`src/hw/u712BusPkg.sv`:
```
package u712BusPkg;

    // CPU address lines seen by the bridge
    localparam int addrBits = 21;

    // 68040 SIZ1:SIZ0 encoding
    typedef enum logic [1:0] {
        sizeLong = 2'b00,
        sizeByte = 2'b01,
        sizeWord = 2'b10,
        sizeLine = 2'b11
    } sizeE;

    // Decoded target of one transfer
    typedef enum logic [1:0] {
        targetNone = 2'b00,
        targetReg  = 2'b01,
        targetRam  = 2'b10
    } targetE;

    // Attributes sampled with tsN
    typedef struct packed {
        logic                rnw;
        sizeE                siz;
        logic [addrBits-1:0] addr;
    } cpuReq;

    // Latched transfer, held until the CPU is acknowledged
    typedef struct packed {
        targetE              target;
        logic                rnw;
        sizeE                siz;
        logic [addrBits-1:0] addr;
    } cycleInfo;

endpackage

```
`src/hw/u712ChipPkg.sv`:
```
package u712ChipPkg;

    // 68000 style strobes toward Agnus and the custom chips
    // All active low
    typedef struct packed {
        logic asN;
        logic udsN;
        logic ldsN;
    } chipStrobes;

    // Strobes parked between register cycles
    localparam chipStrobes strobesIdle = '{
        asN:  1'b1,
        udsN: 1'b1,
        ldsN: 1'b1
    };

    // Chip RAM controls, bank is plain address bit 20
    typedef struct packed {
        logic ramEnN;
        logic rasN;
        logic casN;
        logic weN;
        logic bank;
    } ramCtrl;

    // RAM controls parked between cycles
    localparam ramCtrl ramIdle = '{
        ramEnN: 1'b1,
        rasN:   1'b1,
        casN:   1'b1,
        weN:    1'b1,
        bank:   1'b0
    };

endpackage

```
`src/hw/u712CycleDecode.sv`:
```
`timescale 1ns/1ps

module u712CycleDecode (
    input  logic                  CLK40,
    input  logic                  rstN,
    input  logic                  tsN,
    input  logic                  regSpaceN,
    input  logic                  ramSpaceN,
    input  u712BusPkg::cpuReq     req,
    input  logic                  done,
    output u712BusPkg::cycleInfo  info,
    output logic                  cycleActive,
    output logic                  vbEnN,
    output logic                  dbDir
);

    // Target seen in the tsN cycle
    u712BusPkg::targetE targetNext;

    // Register space wins over RAM space
    always_comb begin
        if (!regSpaceN) begin
            targetNext = u712BusPkg::targetReg;
        end else if (!ramSpaceN) begin
            targetNext = u712BusPkg::targetRam;
        end else begin
            targetNext = u712BusPkg::targetNone;
        end
    end

    //////////////////////////////////////////////////////////////////////
    // Transfer record
    //////////////////////////////////////////////////////////////////////

    // Captured once per transfer
    always_ff @(posedge CLK40) begin
        if (!tsN) begin
            info.target <= targetNext;
            info.rnw    <= req.rnw;
            info.siz    <= req.siz;
            info.addr   <= req.addr;
        end
    end

    // Open from the cycle after tsN, closed the cycle after done
    always_ff @(posedge CLK40 or negedge rstN) begin
        if (!rstN) begin
            cycleActive <= 1'b0;
        end else if (!tsN) begin
            cycleActive <= 1'b1;
        end else if (done) begin
            cycleActive <= 1'b0;
        end
    end

    //////////////////////////////////////////////////////////////////////
    // Chipset data buffers
    //////////////////////////////////////////////////////////////////////

    // Buffer only opened for register cycles
    assign vbEnN = ~(cycleActive && (info.target == u712BusPkg::targetReg));
    // High drives CPU data toward the chipset
    assign dbDir = cycleActive & ~info.rnw;

endmodule

```
`src/hw/u712ByteEnable.sv`:
```
`timescale 1ns/1ps

module u712ByteEnable (
    input  u712BusPkg::cycleInfo info,
    output logic [3:0]           laneEnN,
    output logic                 udsN,
    output logic                 ldsN
);

    // Active high lane select
    // Bit 3 is lane 0, the D31:24 byte
    logic [3:0] laneOn;

    always_comb begin
        case (info.siz)
            u712BusPkg::sizeByte: begin
                // Single lane picked by A1:A0
                laneOn = 4'b1000 >> info.addr[1:0];
            end
            u712BusPkg::sizeWord: begin
                // Upper or lower half by A1
                if (info.addr[1]) begin
                    laneOn = 4'b0011;
                end else begin
                    laneOn = 4'b1100;
                end
            end
            default: begin
                // Long and line use the whole bus
                laneOn = 4'b1111;
            end
        endcase
    end

    assign laneEnN = ~laneOn;

    // Even lanes on D15:8 of the 68000 side
    assign udsN = ~(laneOn[3] | laneOn[1]);
    // Odd lanes on D7:0
    assign ldsN = ~(laneOn[2] | laneOn[0]);

endmodule

```
`src/hw/u712ChipRegCycle.sv`:
```
`timescale 1ns/1ps

module u712ChipRegCycle (
    input  logic                    CLK40,
    input  logic                    rstN,
    input  u712BusPkg::cycleInfo    info,
    input  logic                    cycleActive,
    input  logic                    c1,
    input  logic                    dbrN,
    input  logic                    udsN,
    input  logic                    ldsN,
    output u712ChipPkg::chipStrobes strobes,
    output logic                    regAck
);

    // Skew only used by writes
    typedef enum logic [1:0] {
        stIdle,
        stSkew,
        stWait,
        stDone
    } regStateE;

    regStateE state;
    logic     c1Prev;
    logic     c1Rise;
    logic     regStart;

    // C1 edge as seen by CLK40
    assign c1Rise   = c1 & ~c1Prev;
    assign regStart = cycleActive && (info.target == u712BusPkg::targetReg);

    always_ff @(posedge CLK40 or negedge rstN) begin
        if (!rstN) begin
            // Parked high so release from reset is no edge
            c1Prev  <= 1'b1;
            state   <= stIdle;
            strobes <= u712ChipPkg::strobesIdle;
            regAck  <= 1'b0;
        end else begin
            c1Prev <= c1;
            regAck <= 1'b0;
            case (state)
                stIdle: begin
                    if (regStart && c1Rise) begin
                        strobes.asN <= 1'b0;
                        // Reads drop data strobes with asN
                        if (info.rnw) begin
                            strobes.udsN <= udsN;
                            strobes.ldsN <= ldsN;
                            state        <= stWait;
                        end else begin
                            state <= stSkew;
                        end
                    end
                end
                stSkew: begin
                    // Write data strobes one clock late
                    strobes.udsN <= udsN;
                    strobes.ldsN <= ldsN;
                    state        <= stWait;
                end
                stWait: begin
                    // Agnus holds us off with dbrN
                    if (c1Rise && dbrN) begin
                        strobes <= u712ChipPkg::strobesIdle;
                        regAck  <= 1'b1;
                        state   <= stDone;
                    end
                end
                stDone: begin
                    // No restart before the CPU cycle closes
                    if (!cycleActive) begin
                        state <= stIdle;
                    end
                end
                default: state <= stIdle;
            endcase
        end
    end

endmodule

```
`src/hw/u712ChipRamCycle.sv`:
```
`timescale 1ns/1ps

module u712ChipRamCycle #(
    parameter int rasToCas  = 2,
    parameter int casCycles = 2
) (
    input  logic                 CLK40,
    input  logic                 rstN,
    input  u712BusPkg::cycleInfo info,
    input  logic                 cycleActive,
    input  logic [1:0]           agnusRasN,
    output u712ChipPkg::ramCtrl  ram,
    output logic                 ramAck
);

    localparam int totalCycles = rasToCas + casCycles;
    localparam int cntBits     = $clog2(totalCycles + 1);

    typedef enum logic [1:0] {
        stIdle,
        stRun,
        stDone
    } ramStateE;

    ramStateE           state;
    // Index of the RAS cycle now on the pins
    logic [cntBits-1:0] cnt;
    logic               ramStart;
    logic               agnusFree;

    assign agnusFree = &agnusRasN;
    assign ramStart  = cycleActive && (info.target == u712BusPkg::targetRam);

    always_ff @(posedge CLK40 or negedge rstN) begin
        if (!rstN) begin
            state  <= stIdle;
            cnt    <= '0;
            ram    <= u712ChipPkg::ramIdle;
            ramAck <= 1'b0;
        end else begin
            case (state)
                stIdle: begin
                    // Arbitration only here, never mid sequence
                    if (ramStart && agnusFree) begin
                        ram.ramEnN <= 1'b0;
                        ram.rasN   <= 1'b0;
                        ram.weN    <= info.rnw;
                        ram.bank   <= info.addr[u712BusPkg::addrBits-1];
                        cnt        <= '0;
                        state      <= stRun;
                    end
                end
                stRun: begin
                    cnt <= cnt + 1'b1;
                    // CAS for the trailing casCycles
                    if (cnt == cntBits'(rasToCas - 1)) begin
                        ram.casN <= 1'b0;
                    end
                    // Ack lands on the last CAS cycle
                    ramAck <= (cnt == cntBits'(totalCycles - 2));
                    if (cnt == cntBits'(totalCycles - 1)) begin
                        ram   <= u712ChipPkg::ramIdle;
                        state <= stDone;
                    end
                end
                stDone: begin
                    ramAck <= 1'b0;
                    if (!cycleActive) begin
                        state <= stIdle;
                    end
                end
                default: state <= stIdle;
            endcase
        end
    end

endmodule

```
`src/hw/u712TransferAck.sv`:
```
`timescale 1ns/1ps

module u712TransferAck #(
    parameter int timeoutCycles = 64
) (
    input  logic                 CLK40,
    input  logic                 rstN,
    input  u712BusPkg::cycleInfo info,
    input  logic                 cycleActive,
    input  logic                 regAck,
    input  logic                 ramAck,
    output logic                 taN,
    output logic                 teaN,
    output logic                 tbiN,
    output logic                 done
);

    localparam int wdBits = $clog2(timeoutCycles + 1);

    logic [wdBits-1:0] wdCnt;
    logic              ended;
    logic              ackIn;
    logic              expired;

    // Only the block that owns the target may end it
    assign ackIn = ((info.target == u712BusPkg::targetReg) && regAck) ||
                   ((info.target == u712BusPkg::targetRam) && ramAck);
    assign expired = (wdCnt == wdBits'(timeoutCycles - 1));

    always_ff @(posedge CLK40 or negedge rstN) begin
        if (!rstN) begin
            taN   <= 1'b1;
            teaN  <= 1'b1;
            tbiN  <= 1'b1;
            done  <= 1'b0;
            wdCnt <= '0;
            ended <= 1'b0;
        end else begin
            taN  <= 1'b1;
            teaN <= 1'b1;
            tbiN <= 1'b1;
            done <= 1'b0;
            if (!cycleActive) begin
                wdCnt <= '0;
                ended <= 1'b0;
            end else if (!ended) begin
                wdCnt <= wdCnt + 1'b1;
                if (ackIn) begin
                    // Lines cannot burst on chipset space
                    taN   <= 1'b0;
                    tbiN  <= ~(info.siz == u712BusPkg::sizeLine);
                    done  <= 1'b1;
                    ended <= 1'b1;
                end else if (expired) begin
                    // Silent cycle, bus error to the CPU
                    teaN  <= 1'b0;
                    done  <= 1'b1;
                    ended <= 1'b1;
                end
            end
        end
    end

endmodule

```
`src/hw/u712Top.sv`:
```
`timescale 1ns/1ps

module u712Top #(
    parameter int rasToCas      = 2,
    parameter int casCycles     = 2,
    parameter int timeoutCycles = 64
) (
    input  logic                    CLK40,
    input  logic                    rstN,
    input  logic                    tsN,
    input  u712BusPkg::cpuReq       req,
    input  logic                    regSpaceN,
    input  logic                    ramSpaceN,
    input  logic                    c1,
    input  logic                    dbrN,
    input  logic [1:0]              agnusRasN,
    output logic [3:0]              laneEnN,
    output u712ChipPkg::chipStrobes strobes,
    output u712ChipPkg::ramCtrl     ram,
    output logic                    vbEnN,
    output logic                    dbDir,
    output logic                    taN,
    output logic                    teaN,
    output logic                    tbiN
);

    u712BusPkg::cycleInfo info;
    logic                 cycleActive;
    logic                 done;
    logic [3:0]           laneDecN;
    logic                 udsN;
    logic                 ldsN;
    logic                 regAck;
    logic                 ramAck;

    //////////////////////////////////////////////////////////////////////
    // Transfer start and byte lanes
    //////////////////////////////////////////////////////////////////////

    u712CycleDecode u_cycleDecode (
        .CLK40       (CLK40),
        .rstN        (rstN),
        .tsN         (tsN),
        .regSpaceN   (regSpaceN),
        .ramSpaceN   (ramSpaceN),
        .req         (req),
        .done        (done),
        .info        (info),
        .cycleActive (cycleActive),
        .vbEnN       (vbEnN),
        .dbDir       (dbDir)
    );

    u712ByteEnable u_byteEnable (
        .info    (info),
        .laneEnN (laneDecN),
        .udsN    (udsN),
        .ldsN    (ldsN)
    );

    // Lanes idle between transfers
    assign laneEnN = laneDecN | {4{~cycleActive}};

    //////////////////////////////////////////////////////////////////////
    // Chipset cycles and CPU acknowledge
    //////////////////////////////////////////////////////////////////////

    u712ChipRegCycle u_chipRegCycle (
        .CLK40       (CLK40),
        .rstN        (rstN),
        .info        (info),
        .cycleActive (cycleActive),
        .c1          (c1),
        .dbrN        (dbrN),
        .udsN        (udsN),
        .ldsN        (ldsN),
        .strobes     (strobes),
        .regAck      (regAck)
    );

    u712ChipRamCycle #(
        .rasToCas  (rasToCas),
        .casCycles (casCycles)
    ) u_chipRamCycle (
        .CLK40       (CLK40),
        .rstN        (rstN),
        .info        (info),
        .cycleActive (cycleActive),
        .agnusRasN   (agnusRasN),
        .ram         (ram),
        .ramAck      (ramAck)
    );

    u712TransferAck #(
        .timeoutCycles (timeoutCycles)
    ) u_transferAck (
        .CLK40       (CLK40),
        .rstN        (rstN),
        .info        (info),
        .cycleActive (cycleActive),
        .regAck      (regAck),
        .ramAck      (ramAck),
        .taN         (taN),
        .teaN        (teaN),
        .tbiN        (tbiN),
        .done        (done)
    );

endmodule

```
`config.mk`:
```
export PLATFORM = sky130hd
export DESIGN_NAME = u712Top
export DESIGN_NICKNAME = d
export VERILOG_FILES = /design/src/hw/u712BusPkg.sv /design/src/hw/u712ChipPkg.sv /design/src/hw/u712CycleDecode.sv /design/src/hw/u712ByteEnable.sv /design/src/hw/u712ChipRegCycle.sv /design/src/hw/u712ChipRamCycle.sv /design/src/hw/u712TransferAck.sv /design/src/hw/u712Top.sv
export SDC_FILE = /design/constraint.sdc
export NUM_CORES = 1
export LEC_CHECK = 0
export BUFFER_PORTS_ARGS = -buffer_cell sky130_fd_sc_hd__buf_2
export CAP_MARGIN = 20
export CORE_MARGIN = 2
export CORE_UTILIZATION = 30
export CTS_CLUSTER_DIAMETER = 30
export DETAILED_ROUTE_END_ITERATION = 16
export GPL_ROUTABILITY_DRIVEN = 0
export GPL_TIMING_DRIVEN = 1
export PLACE_DENSITY_LB_ADDON = 0.05
export REMOVE_ABC_BUFFERS = 1
export SYNTH_ARGS = -nofsm -noshare
export SYNTH_HDL_FRONTEND = slang
export SYNTH_SLANG_ARGS = --single-unit
```
`constraint.sdc`:
```
create_clock -name CLK40 -period 1.8 [get_ports CLK40]
set_clock_uncertainty 0.05 [all_clocks]
set_input_delay 0.18 -clock CLK40 [delete_from_list [all_inputs] [get_ports CLK40]]
set_output_delay 0.18 -clock CLK40 [all_outputs]
set_load 0.02 [all_outputs]
```
Word-level counts from Yosys, hierarchy flattened
Index checks and enable logic that the tools add are counted.

storage, ports and cells
  logic and storage cells = 134
  output and inout port bits = 17
  bits in writable memories = 0
  latch bits = 0
  memories = 0
  bits in registers = 57
  bits in read-only memories = 0

cells by class
  bitwise operators = 13
  reductions and logical operators = 23
  multiplexer cells = 47
  equal/unequal tests = 23
  $add $sub $neg = 2
  multiply operators = 0
  $lt $le $gt $ge = 0
  div/mod/pow operators = 0
  shift-type cells = 1

operators with widths
  operator                                               count
  2-to-1 mux 1 bit                                       21
  2-to-1 mux 2 bit                                       10
  2-to-1 mux 7 bit                                       2
  == test 2 bit, second input constant                   6
  case mux 2 bit (3 select lines)                        2
  AND reduction 3 bit                                    4
  inequality test 2 x 1 -> 1 bit, second input constant  5
  2-to-1 mux 3 bit                                       3
  == test 2 x 1 -> 1 bit, second input constant          4
  inequality test 2 bit, second input constant           4
  case mux 2 bit (2 select lines)                        2
  case mux 2 bit (4 select lines)                        1
  case mux 4 bit (2 select lines)                        1
  nonzero test 2 bit                                     4
  adder 7 x 1 -> 7 bit, second input constant            1
  == test 7 x 6 -> 1 bit, second input constant          1
  logical AND 1 bit                                      7
  NOT 1 bit                                              7
  == test 3 x 2 -> 1 bit, second input constant          2
  case mux 3 bit (2 select lines)                        1
  AND reduction 2 bit                                    3
  2-to-1 mux 5 bit                                       1
  zero test 2 bit                                        2
  2-to-1 mux 4 bit                                       1
  other kinds (11)                                       14

Logic depth before layout (Yosys ltp)
  depth in word-level cells = 7
  gate-level depth with buffers = 6

By module
A second synthesis with hierarchy kept.

second synthesis, totals
  cells, all modules = 187
  area, all modules = 2504.9 sq um

modules (own cells, without submodules)
  module            times used  area each (sq um)  cells an instance  seq. area each (sq um)
  u712CycleDecode   1           840.8              34                 805.8
  u712ChipRamCycle  1           581.8              55                 254.0
  u712TransferAck   1           556.8              46                 304.0
  u712ChipRegCycle  1           406.6              34                 180.2
  u712ByteEnable    1           93.8               14                 0.0
  u712Top           1           25.0               4                  0.0

Least setup slack after synthesis
Ideal clock, no wire load.

  kind = register -> output
  from = reg, netlist name u_cycleDecode.info[21]
  to = out laneEnN[1]
  stages on the path, launching flop included = 6
  arrival = 1391 ps
  path slack = 179 ps
  data required time = 1570 ps
  path buffers = 0
  cells stage by stage = edfxtp_1 > ha_1 > nor2b_1 > nor2_1 > nor2b_1 > o21ai_0

on the way
  word-level cells in the longest chain between the ends = 4

ends and longest elaborated chain
  element                                                  line                  text
  == test 2 bit or == test 2 x 1 -> 1 bit (tied branches)  u712ByteEnable.sv:15  case (info.siz)
  case mux 4 bit (2 select lines) *                        u712ByteEnable.sv:15
  NOT 4 bit *                                              u712ByteEnable.sv:35  assign laneEnN = ~laneOn;
  bitwise OR 4 bit *                                       u712Top.sv:62         assign laneEnN = laneDecN | {4{~cycleActive}};
  end: declaration                                         u712Top.sv:17         output logic [3:0] laneEnN,

Every way passes the cells marked *; elsewhere a longest branch is shown, timed or not.

Final worst setup path
  from = reg, netlist name u_cycleDecode.info[22]
  to = out laneEnN[1]

on the way
  word-level cells in the longest chain between the ends = 4

ends and longest elaborated chain
  element                                                  line
  == test 2 bit or == test 2 x 1 -> 1 bit (tied branches)  u712ByteEnable.sv:15
  case mux 4 bit (2 select lines) *                        u712ByteEnable.sv:15
  NOT 4 bit *                                              u712ByteEnable.sv:35
  bitwise OR 4 bit *                                       u712Top.sv:62

Marks and branches as above.

==> flow_summary.html <==
<table>
<tr><th>Metric</th><th>Value</th></tr>
<tr><th colspan="2">Outcome</th></tr>
<tr><td>Run status</td><td>completed</td></tr>
<tr><th colspan="2">Cells and area</th></tr>
<tr><td>Final core occ</td><td>0.379</td></tr>
<tr><td>Top library cells by usage in the layout, fill and taps aside</td><td>31 x sky130_fd_sc_hd__buf_2, 20 x sky130_fd_sc_hd__dfrtp_1, 15 x sky130_fd_sc_hd__inv_1, 14 x sky130_fd_sc_hd__nor2_1, 14 x sky130_fd_sc_hd__ha_1</td></tr>
<tr><td>Most common cell after layout, fill and taps aside</td><td>sky130_fd_sc_hd__buf_2</td></tr>
<tr><td>Design Area, Final</td><td>roughly 2400 sq um</td></tr>
<tr><td>Number of antenna diodes</td><td>0</td></tr>
<tr><td>Synthesis-to-finish area growth</td><td>21.1%</td></tr>
<tr><td>Number of filler cells placed in the layout</td><td>approximately 640</td></tr>
<tr><td>Fraction of layout cells with a size suffix above 1</td><td>0.314</td></tr>
<tr><td>Non-Filler Instances</td><td>300</td></tr>
<tr><td>Total Nets Final</td><td>271</td></tr>
<tr><th colspan="2">Synthesis</th></tr>
<tr><td>Count of different cell masters after synthesis</td><td>45</td></tr>
<tr><td>Synth async-reset ratio</td><td>0.789</td></tr>
<tr><td>Synth warn</td><td>0</td></tr>
<tr><td>Combined area of all synthesized cells</td><td>2000 sq um</td></tr>
<tr><td>Post-synthesis sequential area ratio</td><td>0.503</td></tr>
<tr><td>Synthesized area divided by synthesized cell count</td><td>11.2 sq um</td></tr>
<tr><td>Post-synthesis cell count</td><td>178</td></tr>
<tr><td>Cell taking the most area after synthesis</td><td>sky130_fd_sc_hd__dfrtp_1</td></tr>
<tr><td>Largest cells by area after synthesis</td><td>sky130_fd_sc_hd__dfrtp_1 25%, sky130_fd_sc_hd__dfstp_2 13%, sky130_fd_sc_hd__edfxtp_1 12%</td></tr>
<tr><td>Prevailing post-synth register cell</td><td>sky130_fd_sc_hd__dfrtp_1</td></tr>
<tr><td>Top-area cell type share of the netlist area</td><td>0.251</td></tr>
<tr><td>Number of enable-type register cells in the synthesized netlist</td><td>8</td></tr>
<tr><td>Post-synthesis sequential element count</td><td>38</td></tr>
<tr><th colspan="2">Pwr</th></tr>
<tr><td>Pwr per Cell Area</td><td>1350 nW/um^2</td></tr>
<tr><td>Peak supply drop</td><td>0.000548 V</td></tr>
<tr><td>Leak pwr</td><td>1.09 nW</td></tr>
<tr><th colspan="2">Routing</th></tr>
<tr><td>Met3 wirelength from detailed routing</td><td>177 microns</td></tr>
<tr><td>Routed metal-1 wirelength</td><td>1.94 mm</td></tr>
<tr><td>Drt first pass iters</td><td>4</td></tr>
<tr><td>Per-cell routed wire length</td><td>13.4 microns</td></tr>
<tr><td>Remaining routing DRC violations</td><td>0</td></tr>
<tr><td>Number of nets with antenna violations after detailed routing</td><td>0</td></tr>
<tr><td>Amount of wire on met2 after detailed routing</td><td>1.83 mm</td></tr>
<tr><td>Uppermost layer routed</td><td>met4</td></tr>
<tr><td>Per-cell via count in the routed design</td><td>4.77</td></tr>
<tr><td>Via count</td><td>approximately 1400</td></tr>
<tr><td>Detailed Route WL</td><td>4.01 mm</td></tr>
<tr><td>Detailed router's first-iteration violation count</td><td>62</td></tr>
<tr><th colspan="2">Clock tree</th></tr>
<tr><td>Sink Count</td><td>38</td></tr>
<tr><td>Clock-pin slew on the worst setup and hold paths</td><td>0.07 ns</td></tr>
<tr><td>Clock tree buffer depth</td><td>2</td></tr>
<tr><td>Clock tree from TritonCTS</td><td>done</td></tr>
<tr><td>Number of H-tree levels</td><td>2</td></tr>
<tr><td>TritonCTS buffer count</td><td>5</td></tr>
<tr><td>Root Buffer</td><td>sky130_fd_sc_hd__clkbuf_8</td></tr>
<tr><td>Insertion delay to the later sink of the worst-skew pair</td><td>0.29 ns</td></tr>
<tr><th colspan="2">GRT</th></tr>
<tr><td>Residual overflow from global routing</td><td>0</td></tr>
<tr><td>GR Util All Layers</td><td>0.119</td></tr>
<tr><td>Global-route wire length before repair</td><td>6.80 mm</td></tr>
<tr><td>Pin count of the biggest net entering global routing</td><td>31</td></tr>
<tr><td>Initial antenna violation count</td><td>0</td></tr>
<tr><td>Vias in the first global route</td><td>1486</td></tr>
<tr><th colspan="2">Setup path</th></tr>
<tr><td>Worst setup EP type</td><td>output pin</td></tr>
<tr><td>Classification of the worst setup path</td><td>reg -&gt; out</td></tr>
<tr><td>Data arrival time at the worst-slack endpoint</td><td>1.49 ns</td></tr>
<tr><td>Crit path buffers/inverters</td><td>2</td></tr>
<tr><td>Family of cells with the greatest summed delay on the critical path</td><td>flip-flops</td></tr>
<tr><td>Worst path cell trace</td><td>inv_2, ha_4, nor2b_4, nor2_2, nor2b_1, o21ai_1, buf_2</td></tr>
<tr><td>Required time of the critical path</td><td>approximately 1.6 ns</td></tr>
<tr><td>Biggest fanout along the worst timing path</td><td>3</td></tr>
<tr><td>Largest stage delay on the critical path</td><td>approximately 0.43 ns</td></tr>
<tr><td>Sort of element at the start of the critical path</td><td>flop</td></tr>
<tr><td>Master of the slowest instance on the critical path</td><td>sky130_fd_sc_hd__edfxtp_1</td></tr>
<tr><th colspan="2">Die</th></tr>
<tr><td>Die Span Y</td><td>85.6 microns</td></tr>
<tr><td>Area of the die</td><td>7320 sq um</td></tr>
<tr><td>Number of rows in the core area</td><td>29</td></tr>
<tr><td>Width of the chip</td><td>roughly 86 microns</td></tr>
<tr><td>Ports</td><td>50</td></tr>
<tr><td>Placeable core region</td><td>6390 sq um</td></tr>
<tr><td>Effective utilization at floorplan</td><td>0.313</td></tr>
<tr><th colspan="2">Timing</th></tr>
<tr><td>Shortest clock period the worst path allows after layout</td><td>about 1.7 ns</td></tr>
<tr><td>F_max</td><td>580 MHz</td></tr>
<tr><td>Total Neg Setup Slack</td><td>0 ns</td></tr>
<tr><td>Min setup slack post-route</td><td>around 0.075 ns</td></tr>
<tr><td>Number of setup violations in the final report</td><td>0</td></tr>
<tr><td>Max-slew headroom at the worst pin</td><td>0.539</td></tr>
<tr><td>Final worst path period share</td><td>0.958</td></tr>
<tr><td>Number of pins exceeding their max-slew limit in the final report</td><td>0</td></tr>
<tr><td>Actual slew at the worst max-slew pin</td><td>0.692 ns</td></tr>
<tr><td>Final hold violation count</td><td>0</td></tr>
<tr><td>Unrepaired setup endpoints after global routing</td><td>true</td></tr>
<tr><th colspan="2">Placement</th></tr>
<tr><td>Count of placed standard cells including taps</td><td>between 200 and 300</td></tr>
<tr><td>Detailed Place HPWL</td><td>2.88 mm</td></tr>
<tr><td>Placed instance area</td><td>about 2200 sq um</td></tr>
<tr><td>Port Buf Inserts</td><td>31</td></tr>
<tr><td>Setup Slack @ Placement</td><td>roughly 0.30 ns</td></tr>
<tr><th colspan="2">Hold path</th></tr>
<tr><td>Hold/Removal Path Class</td><td>in -&gt; reg</td></tr>
<tr><th colspan="2">Job</th></tr>
<tr><td>Number of max-capacitance violations reported</td><td>0</td></tr>
</table>
-- layer usage --
layer,vias to the layer above,GRT usage
met5,-,0
met4,0,0.0519
met3,5,0.0318
met2,31,0.193
met1,691,0.148
li1,704,-
-- synth_stat cells (4+ instances only) --
cell type,instances
sky130_fd_sc_hd__dfrtp_1,20
sky130_fd_sc_hd__nor2b_1,4
sky130_fd_sc_hd__a21oi_1,11
sky130_fd_sc_hd__a31oi_1,5
sky130_fd_sc_hd__nor3_1,4
sky130_fd_sc_hd__nand2_1,10
sky130_fd_sc_hd__nor2_1,15
sky130_fd_sc_hd__o21ai_0,8
sky130_fd_sc_hd__dfstp_2,10
sky130_fd_sc_hd__ha_1,16
sky130_fd_sc_hd__mux2i_1,4
sky130_fd_sc_hd__inv_1,16
sky130_fd_sc_hd__edfxtp_1,8
-- flip-flops by register name, indices dropped and copies added, names as in the netlist --
name,count
u_cycleDecode.info,8
u_transferAck.wdCnt,7
u_chipRamCycle.ram,4
u_chipRamCycle.cnt,3
u_chipRegCycle.strobes,3
u_chipRamCycle.state,2
u_chipRegCycle.state,2
u_chipRamCycle.ramAck,1
u_chipRegCycle.c1Prev,1
u_chipRegCycle.regAck,1
u_cycleDecode.cycleActive,1
u_transferAck.done,1
u_transferAck.ended,1
u_transferAck.taN,1
u_transferAck.tbiN,1
u_transferAck.teaN,1
-- timing repair --
item	4_1_cts	5_1_grt
pin swaps	0	1
buffers inserted	1	2
setup endpoints to repair	2	4
hold endpoints to repair	25	0
hold buffers	6	0
resized for setup	1	10
-- through the flow --
| stage | power [mW] | hold slack [ns] |
|---|---|---|
| 3_3_place_gp | 2.64 | 0.224 |
| 4_1_cts | 3.30 | 0.000353 |
| 3_5_place_dp | 2.69 | 0.228 |
| 5_1_grt | 3.55 | 0.00680 |
| 2_1_floorplan | 2.34 | -0.166 |
| 6_report | 3.26 | 0.0152 |
-- worst register-to-register path, delay by kind of cell (launching register included) --
family / cells / cell delay (ns)
buffers and inverters: 1 / 0.09
DFF: 1 / 0.41
and+or+nand+nor: 1 / 0.21
AOI/OAI and AO/OA: 2 / 0.30
adders and majority gates: 1 / 0.37
-- logic make-up after synthesis --
family                     share of synthesized area
and+or+nand+nor                                0.155
AOI/OAI and AO/OA                              0.145
DFF                                            0.503
buffers and inverters                         0.0489
adders and majority gates                      0.100
xor gates and xnor gates                      0.0219
muxes                                         0.0257
-- cell type report --
class,instances,area [sq um],area share
inverters,16,60.1,0.0248
multi-input cells,119,925,0.382
repair buffers,42,253,0.105
clock buffers,6,72.6,0.0300
flip-flops and latches,38,1000,0.415
clock inverters,2,8.76,0.00362
well taps,77,96.3,0.0398
-- worst paths after layout --
path	from	end	cells past startpoint	slack (ns)
hold / removal	req[21]	u_cycleDecode.info[21]	1	0.02
setup reg to reg	u_chipRamCycle.state[1]	u_chipRamCycle.cnt[0]	5	0.26
min in group asynchronous	rstN	u_chipRamCycle.state[1]	2	0.41
max in group asynchronous	rstN	u_chipRamCycle.cnt[1]	2	0.84
hold reg to reg	u_transferAck.done	u_cycleDecode.cycleActive	1	0.37
setup / recovery	u_cycleDecode.info[22]	laneEnN[1]	7	0.08
-- power breakdown --
part,switching [mW],total [mW],leakage [nW],internal [mW]
logic,0.735,1.30,0.612,0.565
registers,0.244,1.40,0.436,1.15
clock network,0.300,0.567,0.0426,0.266
(Power assumes the default switching activity.)
